<file path="config.mk">
export PLATFORM = sky130hd
export DESIGN_NAME = ethBusTop
export DESIGN_NICKNAME = d
export VERILOG_FILES = /design/src/hdl/ethBusPkg.sv /design/src/hdl/wbRegPort.sv /design/src/hdl/laneEncode.sv /design/src/hdl/busSequencer.sv /design/src/hdl/readAlign.sv /design/src/hdl/ethBusTop.sv
export SDC_FILE = /design/constraint.sdc
export NUM_CORES = 1
export LEC_CHECK = 0
export BUFFER_PORTS_ARGS = -buffer_cell sky130_fd_sc_hd__buf_2
export CAP_MARGIN = 20
export CORE_ASPECT_RATIO = 1.25
export CORE_UTILIZATION = 43
export DETAILED_ROUTE_END_ITERATION = 7
export GPL_ROUTABILITY_DRIVEN = 1
export PLACE_DENSITY = 0.67
export SETUP_SLACK_MARGIN = 0.3
export SKIP_LAST_GASP = 1
export SYNTH_ARGS = -nofsm -noshare
export SYNTH_HDL_FRONTEND = slang
export SYNTH_HIERARCHICAL = 1
export SYNTH_SLANG_ARGS = --single-unit
</file>
<file path="constraint.sdc">
create_clock -name clk40m -period 3.12 [get_ports clk40m]
set_input_delay 0.156 -clock clk40m [delete_from_list [all_inputs] [get_ports clk40m]]
set_output_delay 0.156 -clock clk40m [all_outputs]
set_load 0.01 [all_outputs]
</file>
<file path="src/hdl/ethBusPkg.sv">
`default_nettype none

package ethBusPkg;

	//////////////////////////////////////////////////////////////////////
	// strobe timing on the controller bus, in clk40m cycles
	//////////////////////////////////////////////////////////////////////

	// wrn low while the address word sits on sd
	localparam int addrStrobeCycles = 10;
	// wrn low while write data sits on sd
	localparam int writeStrobeCycles = 10;
	// rdn low time, controller needs longer to turn the bus around
	localparam int readStrobeCycles = 20;
	// both strobes high between phases and after the data phase
	localparam int turnCycles = 2;

	// phase counter must reach the longest strobe
	localparam int cntWidth = $clog2(readStrobeCycles + 1);

	//////////////////////////////////////////////////////////////////////
	// lane rule for the address word
	//////////////////////////////////////////////////////////////////////

	// first byte-lane enable bit
	localparam int laneBase = 12;
	// four lanes per 32-bit register slot
	localparam int laneCount = 4;

	//////////////////////////////////////////////////////////////////////
	// shared types
	//////////////////////////////////////////////////////////////////////

	// host side data word
	typedef logic [15:0] regData_t;

	typedef logic [cntWidth-1:0] phaseCnt_t;

	// one captured wishbone request
	typedef struct packed {
		logic [7:0] offset;
		logic isWord;
		logic isWrite;
		regData_t wrData;
	} regReq_t;

	// one controller bus transaction
	typedef struct packed {
		logic [15:0] addrWord;
		logic [15:0] dataWord;
		logic isWrite;
		logic isWord;
		logic highByte;
	} busCmd_t;

	// raw bus result plus what the aligner needs
	typedef struct packed {
		logic [15:0] rawData;
		logic isWord;
		logic highByte;
	} busRsp_t;

endpackage

`default_nettype wire

</file>
<file path="src/hdl/wbRegPort.sv">
`timescale 1ns/1ps
`default_nettype none

module wbRegPort (
	input wire clk40m,
	input wire reset,
	// wishbone classic slave
	input wire wbCyc,
	input wire wbStb,
	input wire wbWe,
	input wire [7:0] wbAdr,
	input wire [1:0] wbSel,
	input wire ethBusPkg::regData_t wbDatW,
	output ethBusPkg::regData_t wbDatR,
	output logic wbAck,
	output logic wbErr,
	// request towards the lane encoder
	output logic reqValid,
	output ethBusPkg::regReq_t req,
	// completion from the read aligner
	input wire rspDone,
	input wire ethBusPkg::regData_t rdData
);

	// one cycle between capture and the err or issue decision
	logic pending;
	logic badReq;
	logic newReq;

	// a request open on the bus that we have not taken yet
	// ack and err terms mask the cycle where the host still holds stb
	assign newReq = wbCyc && wbStb && !pending && !reqValid && !wbAck && !wbErr;

	//////////////////////////////////////////////////////////////////////
	// control
	//////////////////////////////////////////////////////////////////////

	always_ff @(posedge clk40m or negedge reset) begin
		if (!reset) begin
			pending <= 1'b0;
			reqValid <= 1'b0;
			wbAck <= 1'b0;
			wbErr <= 1'b0;
		end else begin
			// ack and err are single pulses
			wbAck <= 1'b0;
			wbErr <= 1'b0;
			if (newReq) begin
				pending <= 1'b1;
			end else if (pending) begin
				pending <= 1'b0;
				// bad requests never reach the bus
				if (badReq) begin
					wbErr <= 1'b1;
				end else begin
					reqValid <= 1'b1;
				end
			end else if (reqValid && rspDone) begin
				reqValid <= 1'b0;
				wbAck <= 1'b1;
			end
		end
	end

	//////////////////////////////////////////////////////////////////////
	// payload capture
	//////////////////////////////////////////////////////////////////////

	always_ff @(posedge clk40m) begin
		if (newReq) begin
			// high byte lane forces an odd byte offset
			req.offset <= {wbAdr[7:1], wbAdr[0] | (wbSel == 2'b10)};
			req.isWord <= (wbSel == 2'b11);
			req.isWrite <= wbWe;
			req.wrData <= wbDatW;
			// no lanes at all, or a word that straddles a 16-bit boundary
			badReq <= (wbSel == 2'b00) || ((wbSel == 2'b11) && wbAdr[0]);
		end
		// read result lines up with the ack pulse
		if (reqValid && rspDone) begin
			wbDatR <= rdData;
		end
	end

endmodule

`default_nettype wire

</file>
<file path="src/hdl/laneEncode.sv">
`timescale 1ns/1ps
`default_nettype none

module laneEncode (
	input wire clk40m,
	input wire reset,
	input wire reqValid,
	input wire ethBusPkg::regReq_t req,
	input wire rspDone,
	output logic cmdValid,
	output ethBusPkg::busCmd_t cmd
);

	logic [1:0] lanePos;
	logic [ethBusPkg::laneCount-1:0] laneEn;
	ethBusPkg::busCmd_t nextCmd;
	// set once the current request has gone to the sequencer
	logic issued;

	assign lanePos = req.offset[1:0];

	//////////////////////////////////////////////////////////////////////
	// byte lanes and data placement
	//////////////////////////////////////////////////////////////////////

	always_comb begin
		// lane 0 for anything at the slot start
		laneEn[0] = (lanePos == 2'd0);
		// lane 1 for byte 1 or upper half of word 0
		laneEn[1] = (!req.isWord && lanePos == 2'd1) || (req.isWord && lanePos == 2'd0);
		laneEn[2] = (lanePos == 2'd2);
		// lane 3 for byte 3 or upper half of word 2
		laneEn[3] = (!req.isWord && lanePos == 2'd3) || (req.isWord && lanePos == 2'd2);

		nextCmd.addrWord = '0;
		nextCmd.addrWord[ethBusPkg::laneBase +: ethBusPkg::laneCount] = laneEn;
		// slot address, lanes replace bits 1:0
		nextCmd.addrWord[7:2] = req.offset[7:2];

		// byte data comes from the host low byte
		// odd offsets ride on the upper bus half
		nextCmd.highByte = req.offset[0] && !req.isWord;
		if (req.isWord) begin
			nextCmd.dataWord = req.wrData;
		end else if (req.offset[0]) begin
			nextCmd.dataWord = {req.wrData[7:0], 8'h00};
		end else begin
			nextCmd.dataWord = {8'h00, req.wrData[7:0]};
		end
		nextCmd.isWrite = req.isWrite;
		nextCmd.isWord = req.isWord;
	end

	//////////////////////////////////////////////////////////////////////
	// one command pulse per request
	//////////////////////////////////////////////////////////////////////

	always_ff @(posedge clk40m or negedge reset) begin
		if (!reset) begin
			cmdValid <= 1'b0;
			issued <= 1'b0;
		end else begin
			cmdValid <= 1'b0;
			// rearm when the bus cycle is complete
			if (rspDone) begin
				issued <= 1'b0;
			end else if (reqValid && !issued) begin
				cmdValid <= 1'b1;
				issued <= 1'b1;
			end
		end
	end

	// held stable until the next request is taken
	always_ff @(posedge clk40m) begin
		if (reqValid && !issued && !rspDone) begin
			cmd <= nextCmd;
		end
	end

endmodule

`default_nettype wire

</file>
<file path="src/hdl/busSequencer.sv">
`timescale 1ns/1ps
`default_nettype none

module busSequencer (
	input wire clk40m,
	input wire reset,
	input wire cmdValid,
	input wire ethBusPkg::busCmd_t cmd,
	// controller strobes
	output logic cmdN,
	output logic rdN,
	output logic wrN,
	// split data bus with the pad outside
	output logic [15:0] sdOut,
	output logic sdOe,
	input wire [15:0] sdIn,
	// result towards the read aligner
	output logic rspValid,
	output ethBusPkg::busRsp_t rsp
);

	typedef enum logic [2:0] {
		idle,
		addrStrobe,
		addrTurn,
		dataStrobe,
		dataTurn
	} phase_t;

	phase_t state;
	ethBusPkg::phaseCnt_t phaseCount;
	ethBusPkg::phaseCnt_t phaseLast;
	logic phaseDone;
	// transaction latched for the whole bus cycle
	ethBusPkg::busCmd_t curCmd;
	logic [15:0] rawData;

	//////////////////////////////////////////////////////////////////////
	// phase length
	//////////////////////////////////////////////////////////////////////

	always_comb begin
		case (state)
			addrStrobe: phaseLast = ethBusPkg::phaseCnt_t'(ethBusPkg::addrStrobeCycles - 1);
			addrTurn: phaseLast = ethBusPkg::phaseCnt_t'(ethBusPkg::turnCycles - 1);
			dataStrobe: begin
				// read strobe is longer than write
				if (curCmd.isWrite) begin
					phaseLast = ethBusPkg::phaseCnt_t'(ethBusPkg::writeStrobeCycles - 1);
				end else begin
					phaseLast = ethBusPkg::phaseCnt_t'(ethBusPkg::readStrobeCycles - 1);
				end
			end
			dataTurn: phaseLast = ethBusPkg::phaseCnt_t'(ethBusPkg::turnCycles - 1);
			default: phaseLast = '0;
		endcase
	end

	// last cycle of the current phase
	assign phaseDone = (state != idle) && (phaseCount == phaseLast);

	//////////////////////////////////////////////////////////////////////
	// strobe state machine
	//////////////////////////////////////////////////////////////////////

	always_ff @(posedge clk40m or negedge reset) begin
		if (!reset) begin
			state <= idle;
			phaseCount <= '0;
			cmdN <= 1'b0;
			rdN <= 1'b1;
			wrN <= 1'b1;
			sdOe <= 1'b0;
			rspValid <= 1'b0;
		end else begin
			rspValid <= 1'b0;
			if (state == idle || phaseDone) begin
				phaseCount <= '0;
			end else begin
				phaseCount <= phaseCount + ethBusPkg::phaseCnt_t'(1);
			end
			case (state)
				idle: begin
					// address word out, cmd high, wrn falls
					if (cmdValid) begin
						cmdN <= 1'b1;
						wrN <= 1'b0;
						sdOe <= 1'b1;
						state <= addrStrobe;
					end
				end
				addrStrobe: begin
					if (phaseDone) begin
						wrN <= 1'b1;
						state <= addrTurn;
					end
				end
				addrTurn: begin
					// cmd drops for the data phase
					if (phaseDone) begin
						cmdN <= 1'b0;
						if (curCmd.isWrite) begin
							wrN <= 1'b0;
						end else begin
							// controller drives sd during rdn
							sdOe <= 1'b0;
							rdN <= 1'b0;
						end
						state <= dataStrobe;
					end
				end
				dataStrobe: begin
					if (phaseDone) begin
						wrN <= 1'b1;
						rdN <= 1'b1;
						state <= dataTurn;
					end
				end
				dataTurn: begin
					// write data held past wrn rise, then released
					if (phaseDone) begin
						sdOe <= 1'b0;
						rspValid <= 1'b1;
						state <= idle;
					end
				end
				default: state <= idle;
			endcase
		end
	end

	//////////////////////////////////////////////////////////////////////
	// bus data
	//////////////////////////////////////////////////////////////////////

	always_ff @(posedge clk40m) begin
		if (state == idle && cmdValid) begin
			curCmd <= cmd;
			sdOut <= cmd.addrWord;
		end else if (state == addrTurn && phaseDone && curCmd.isWrite) begin
			sdOut <= curCmd.dataWord;
		end
		// sample at the end of the last rdn low cycle
		if (state == dataStrobe && phaseDone && !curCmd.isWrite) begin
			rawData <= sdIn;
		end
	end

	always_comb begin
		rsp.rawData = rawData;
		rsp.isWord = curCmd.isWord;
		rsp.highByte = curCmd.highByte;
	end

endmodule

`default_nettype wire

</file>
<file path="src/hdl/readAlign.sv">
`timescale 1ns/1ps
`default_nettype none

module readAlign (
	input wire ethBusPkg::busRsp_t rsp,
	input wire rspValid,
	output ethBusPkg::regData_t rdData,
	output logic rspDone
);

	// byte picked from the raw bus word
	logic [7:0] laneByte;

	//////////////////////////////////////////////////////////////////////
	// byte select and zero extension
	//////////////////////////////////////////////////////////////////////

	always_comb begin
		// odd byte offsets come back on the upper half
		if (rsp.highByte) begin
			laneByte = rsp.rawData[15:8];
		end else begin
			laneByte = rsp.rawData[7:0];
		end

		// words pass straight through
		// bytes land in the low half with the top cleared
		if (rsp.isWord) begin
			rdData = rsp.rawData;
		end else begin
			rdData = {8'h00, laneByte};
		end
	end

	// same cycle completion towards the wishbone port
	assign rspDone = rspValid;

endmodule

`default_nettype wire

</file>
<file path="src/hdl/ethBusTop.sv">
`timescale 1ns/1ps
`default_nettype none

module ethBusTop (
	input wire clk40m,
	input wire reset,
	// host wishbone slave
	input wire wbCyc,
	input wire wbStb,
	input wire wbWe,
	input wire [7:0] wbAdr,
	input wire [1:0] wbSel,
	input wire ethBusPkg::regData_t wbDatW,
	output ethBusPkg::regData_t wbDatR,
	output logic wbAck,
	output logic wbErr,
	// controller bus
	output logic cmdN,
	output logic rdN,
	output logic wrN,
	output logic [15:0] sdOut,
	output logic sdOe,
	input wire [15:0] sdIn
);

	//////////////////////////////////////////////////////////////////////
	// stage links
	//////////////////////////////////////////////////////////////////////

	// request path
	wire reqValid;
	ethBusPkg::regReq_t req;
	wire cmdValid;
	ethBusPkg::busCmd_t cmd;
	// response path
	wire rspValid;
	ethBusPkg::busRsp_t rsp;
	wire rspDone;
	ethBusPkg::regData_t rdData;

	// host request capture and ack
	wbRegPort regPort (
		.clk40m(clk40m), .reset(reset),
		.wbCyc(wbCyc), .wbStb(wbStb), .wbWe(wbWe), .wbAdr(wbAdr), .wbSel(wbSel),
		.wbDatW(wbDatW), .wbDatR(wbDatR), .wbAck(wbAck), .wbErr(wbErr),
		.reqValid(reqValid), .req(req), .rspDone(rspDone), .rdData(rdData)
	);

	// lane enables and data placement
	laneEncode encoder (
		.clk40m(clk40m), .reset(reset),
		.reqValid(reqValid), .req(req), .rspDone(rspDone),
		.cmdValid(cmdValid), .cmd(cmd)
	);

	// address and data phases on the controller bus
	busSequencer sequencer (
		.clk40m(clk40m), .reset(reset),
		.cmdValid(cmdValid), .cmd(cmd),
		.cmdN(cmdN), .rdN(rdN), .wrN(wrN),
		.sdOut(sdOut), .sdOe(sdOe), .sdIn(sdIn),
		.rspValid(rspValid), .rsp(rsp)
	);

	// return byte or word to the host
	readAlign aligner (
		.rsp(rsp), .rspValid(rspValid),
		.rdData(rdData), .rspDone(rspDone)
	);

endmodule

`default_nettype wire

</file>
==> impl_metrics.ini <==
[detailed_routing]
viasPerCell = 4.56
firstDrtPassIters = 5
drt-initial-drc-count = 141
wl_per_cell_um = 13.3
vias = 2778
totalWireLength_um = 8080
drc = 0
drtAntennaViolNets = 0

[floorplan]
row_count = 45
die_w_um = 102
dieArea_um2 = 13000
pin_count = 85
fp.dieH_um = 127
start_util_pct = 44.4
core_area_um2 = 12200

[sta]
max_slew.worst_pin.slew_ns = 0.619
tns_ns = 0
max_freq_mhz = 401
period_needed_ns = 2.50
maxSlewViolCount = 0
setup_viol = 0
period_share_pct = 80.0
timing.hold.ws_ns = 0.0320
rsz0062_at_grt = false
maxSlewHeadroom_pct = 58.7
finClkSkew_ns = 0.00699
layout_setup_ws_ns = 0.623
hold_violations = 0

[pwr]
totalPowerFinal_mw = 4.91
internal-power_mw = 3.72
clock_power_share_pct = 37.1
ir_drop_mv = 0.411
pwr_density_cell_nw_per_um2 = 712
switching_share_pct = 24.2
p_leak_nw = 2.63
comb_power_share_pct = 13.9
p_switching_mw = 1.19
seqPwrFrac_pct = 49.1

[clock_tree]
clockBufferDepth = 2
cts_buffers = 17
cts.repair.resized = 0
clockRootBuffer = clkbuf_16
cts.sinks = 142
clk_pin_slew_ns = 0.05
cts_max_level = 4
clk_latency_ns = 0.40
cts_tree = yes

[placement]
finalWeightedCongestion = 0.817
dp_hpwl_um = 5320
dp_cells = 536
portBuffers = 84
placed_cell_area_um2 = 5940
post-place-ws_ns = 0.658

[yosys]
yosysWarningCount = 6
synth_edf_count = 123
synth_cells = 297
ys_ff_latch = 142
ys.flop_type = edfxtp_1
synthesis.area_um2 = 5400
synth_top_area_share_pct = 68.5
synth.area.top_cells = edfxtp_1, dfrtp_1, mux2_4
synth_most_common_cell = edfxtp_1
synth_async_sr_flop_share_pct = 13.4
synth_cell_types = 53
ys_top_cells_by_count = edfxtp_1, dfrtp_1, nor2_1, buf_4
syn_area_per_cell_um2 = 18.2
synth_top_cell_by_area = edfxtp_1
ys_seq_area_share_pct = 77.3

[critical_path]
end_kind = flop
critPathMaxFanout = 17
critPathTopFamily = compound AO/OA/AOI/OAI gates
slowest_stage = a21o_1
crit_path_max_incr_delay_ns = 0.58
worstSetupStartpointType = flop
critical_path_arrival_ns = 2.53
worst-path-buf-inv = 0
crit_required_ns = 3.15
worstSetupPathType = flop to flop
cp_cell_sequence = and4bb_1 -> mux2i_1 -> o211a_1 -> a21o_1

[layout]
finalNonFillerCells = 609
final_area_um2 = 6900
final_nets = 480
areaGrowthSynthToFinish_pct = 27.9
diodes = 0
drive_gt1_share_pct = 36.6
final_core_util_pct = 56.7

[global_routing]
grt_pass1_vias = 2752
antenna_found_initial = 0
grt.overflow.total = 0
grt_max_degree = 37
grt_usage_pct = 13.6
grt_pass1_wl_um = 12800

[run]
max_cap_violations = 0

[run_status]
outcome = complete, no violations

[hold_path]
hold_path_class = primary input to flop
final timing paths:
path | startpoint | slack (ns) | endpoint | depth (start not counted)
hold reg to reg | encoder/cmd[7]$_DFFE_PP_ | 0.42 | sequencer/curCmd[7]$_DFFE_PP_ | 0
min in group asynchronous | reset | 0.22 | regPort/wbErr$_DFF_PN0_ | 2
setup reg to reg | sequencer/state[2]$_DFFE_PN0P_ | 0.62 | sequencer/sdOut[7]$_DFFE_PP_ | 4
setup / recovery | sequencer/state[2]$_DFFE_PN0P_ | 0.62 | sequencer/sdOut[7]$_DFFE_PP_ | 4
max in group asynchronous | reset | 2.56 | sequencer/wrN$_DFFE_PN1P_ | 2
hold / removal | wbAdr[0] | 0.03 | regPort/req[18]$_DFFE_PP_ | 2
state kept, by name, indices dropped and copies added, names as in the netlist, 2 cells and up:
name,flops
regPort/req,26
sequencer/sdOut,16
sequencer/state,3
encoder/cmd,29
sequencer/rawData,16
sequencer/rsp,2
sequencer/phaseCount,5
sequencer/curCmd,17
regPort/wbDatR,16
layout make-up:
cell class | instances | area, um^2
Tap cell | 164 | 205
Timing Repair Buffer | 129 | 861
Clock inverter | 8 | 65.1
Clock buffer | 24 | 482
Sequential cell | 142 | 4170
Multi-Input combinational cell | 138 | 1100
Inverter | 4 | 15.0
Fill cell | 996 | 5260
routing by layer:
metal / part of all wire, % / track usage [%] / vias to the layer above
met2: 51 / 22.5 / 91
met4: 1.4 / 6.72 / 0
met1: 42 / 15.2 / 1309
li1: - / - / 1370
met5: 0 / 0 / -
met3: 5.3 / 4.98 / 8
power by group through the flow:
stage                     Clock [mW]  Combinational (mW)  Sequential, mW
after floorplan                    0               0.536            2.39
after global placement             0               0.615            2.43
after detailed placement           0               0.640            2.44
after CTS                       1.87               0.683            2.41
after global routing            1.94               0.755            2.43
final                           1.82               0.681            2.41
worst register-to-register path: cells and delay by family (launching register included):
kind | cells | cell delay [ns]
and+or+nand+nor | 1 | 0.37
muxes | 1 | 0.24
DFF | 1 | 0.54
AOI/OAI and AO/OA | 2 | 0.96
layout by cell type (no fill, tap or decap), drive strengths merged, types with 2 or more instances in the layout:
cell	count
mux2	24
dfstp	2
and2b	2
dfrtp	17
xor2	2
buf	88
xnor2	3
clkinv	6
clkbuf	24
a31oi	2
nand2b	7
a22o	8
nand3	4
a211oi	3
nand2	7
nor2b	2
and3	2
inv	4
a21oi	4
edfxtp	123
o21ai	5
nor2	14
dlygate4sd3	41
nor3b	4
conb	6
nor3	4
and2	20
a21o	2
cells by family (layout without fill, tap and decap cells):
logic type / count (synthesis) / count (layout) / share of synthesized area [%]
other cells: 1 / 6 / 0.0695
xor+xnor: 5 / 5 / 0.812
buf+inv: 22 / 165 / 2.95
flops: 142 / 142 / 77.3
mux: 25 / 25 / 5.75
simple gates: 70 / 70 / 8.58
compound gates: 31 / 31 / 4.29
fa+ha+maj: 1 / 1 / 0.232
timing repair:
action / in CTS / in global routing
setup buffers: 0 / 0
setup endpoints to repair: 0 / 0
endpoints found under the hold margin: 57 / 0
hold buffers: 41 / 0
(Power assumes the default switching activity.)
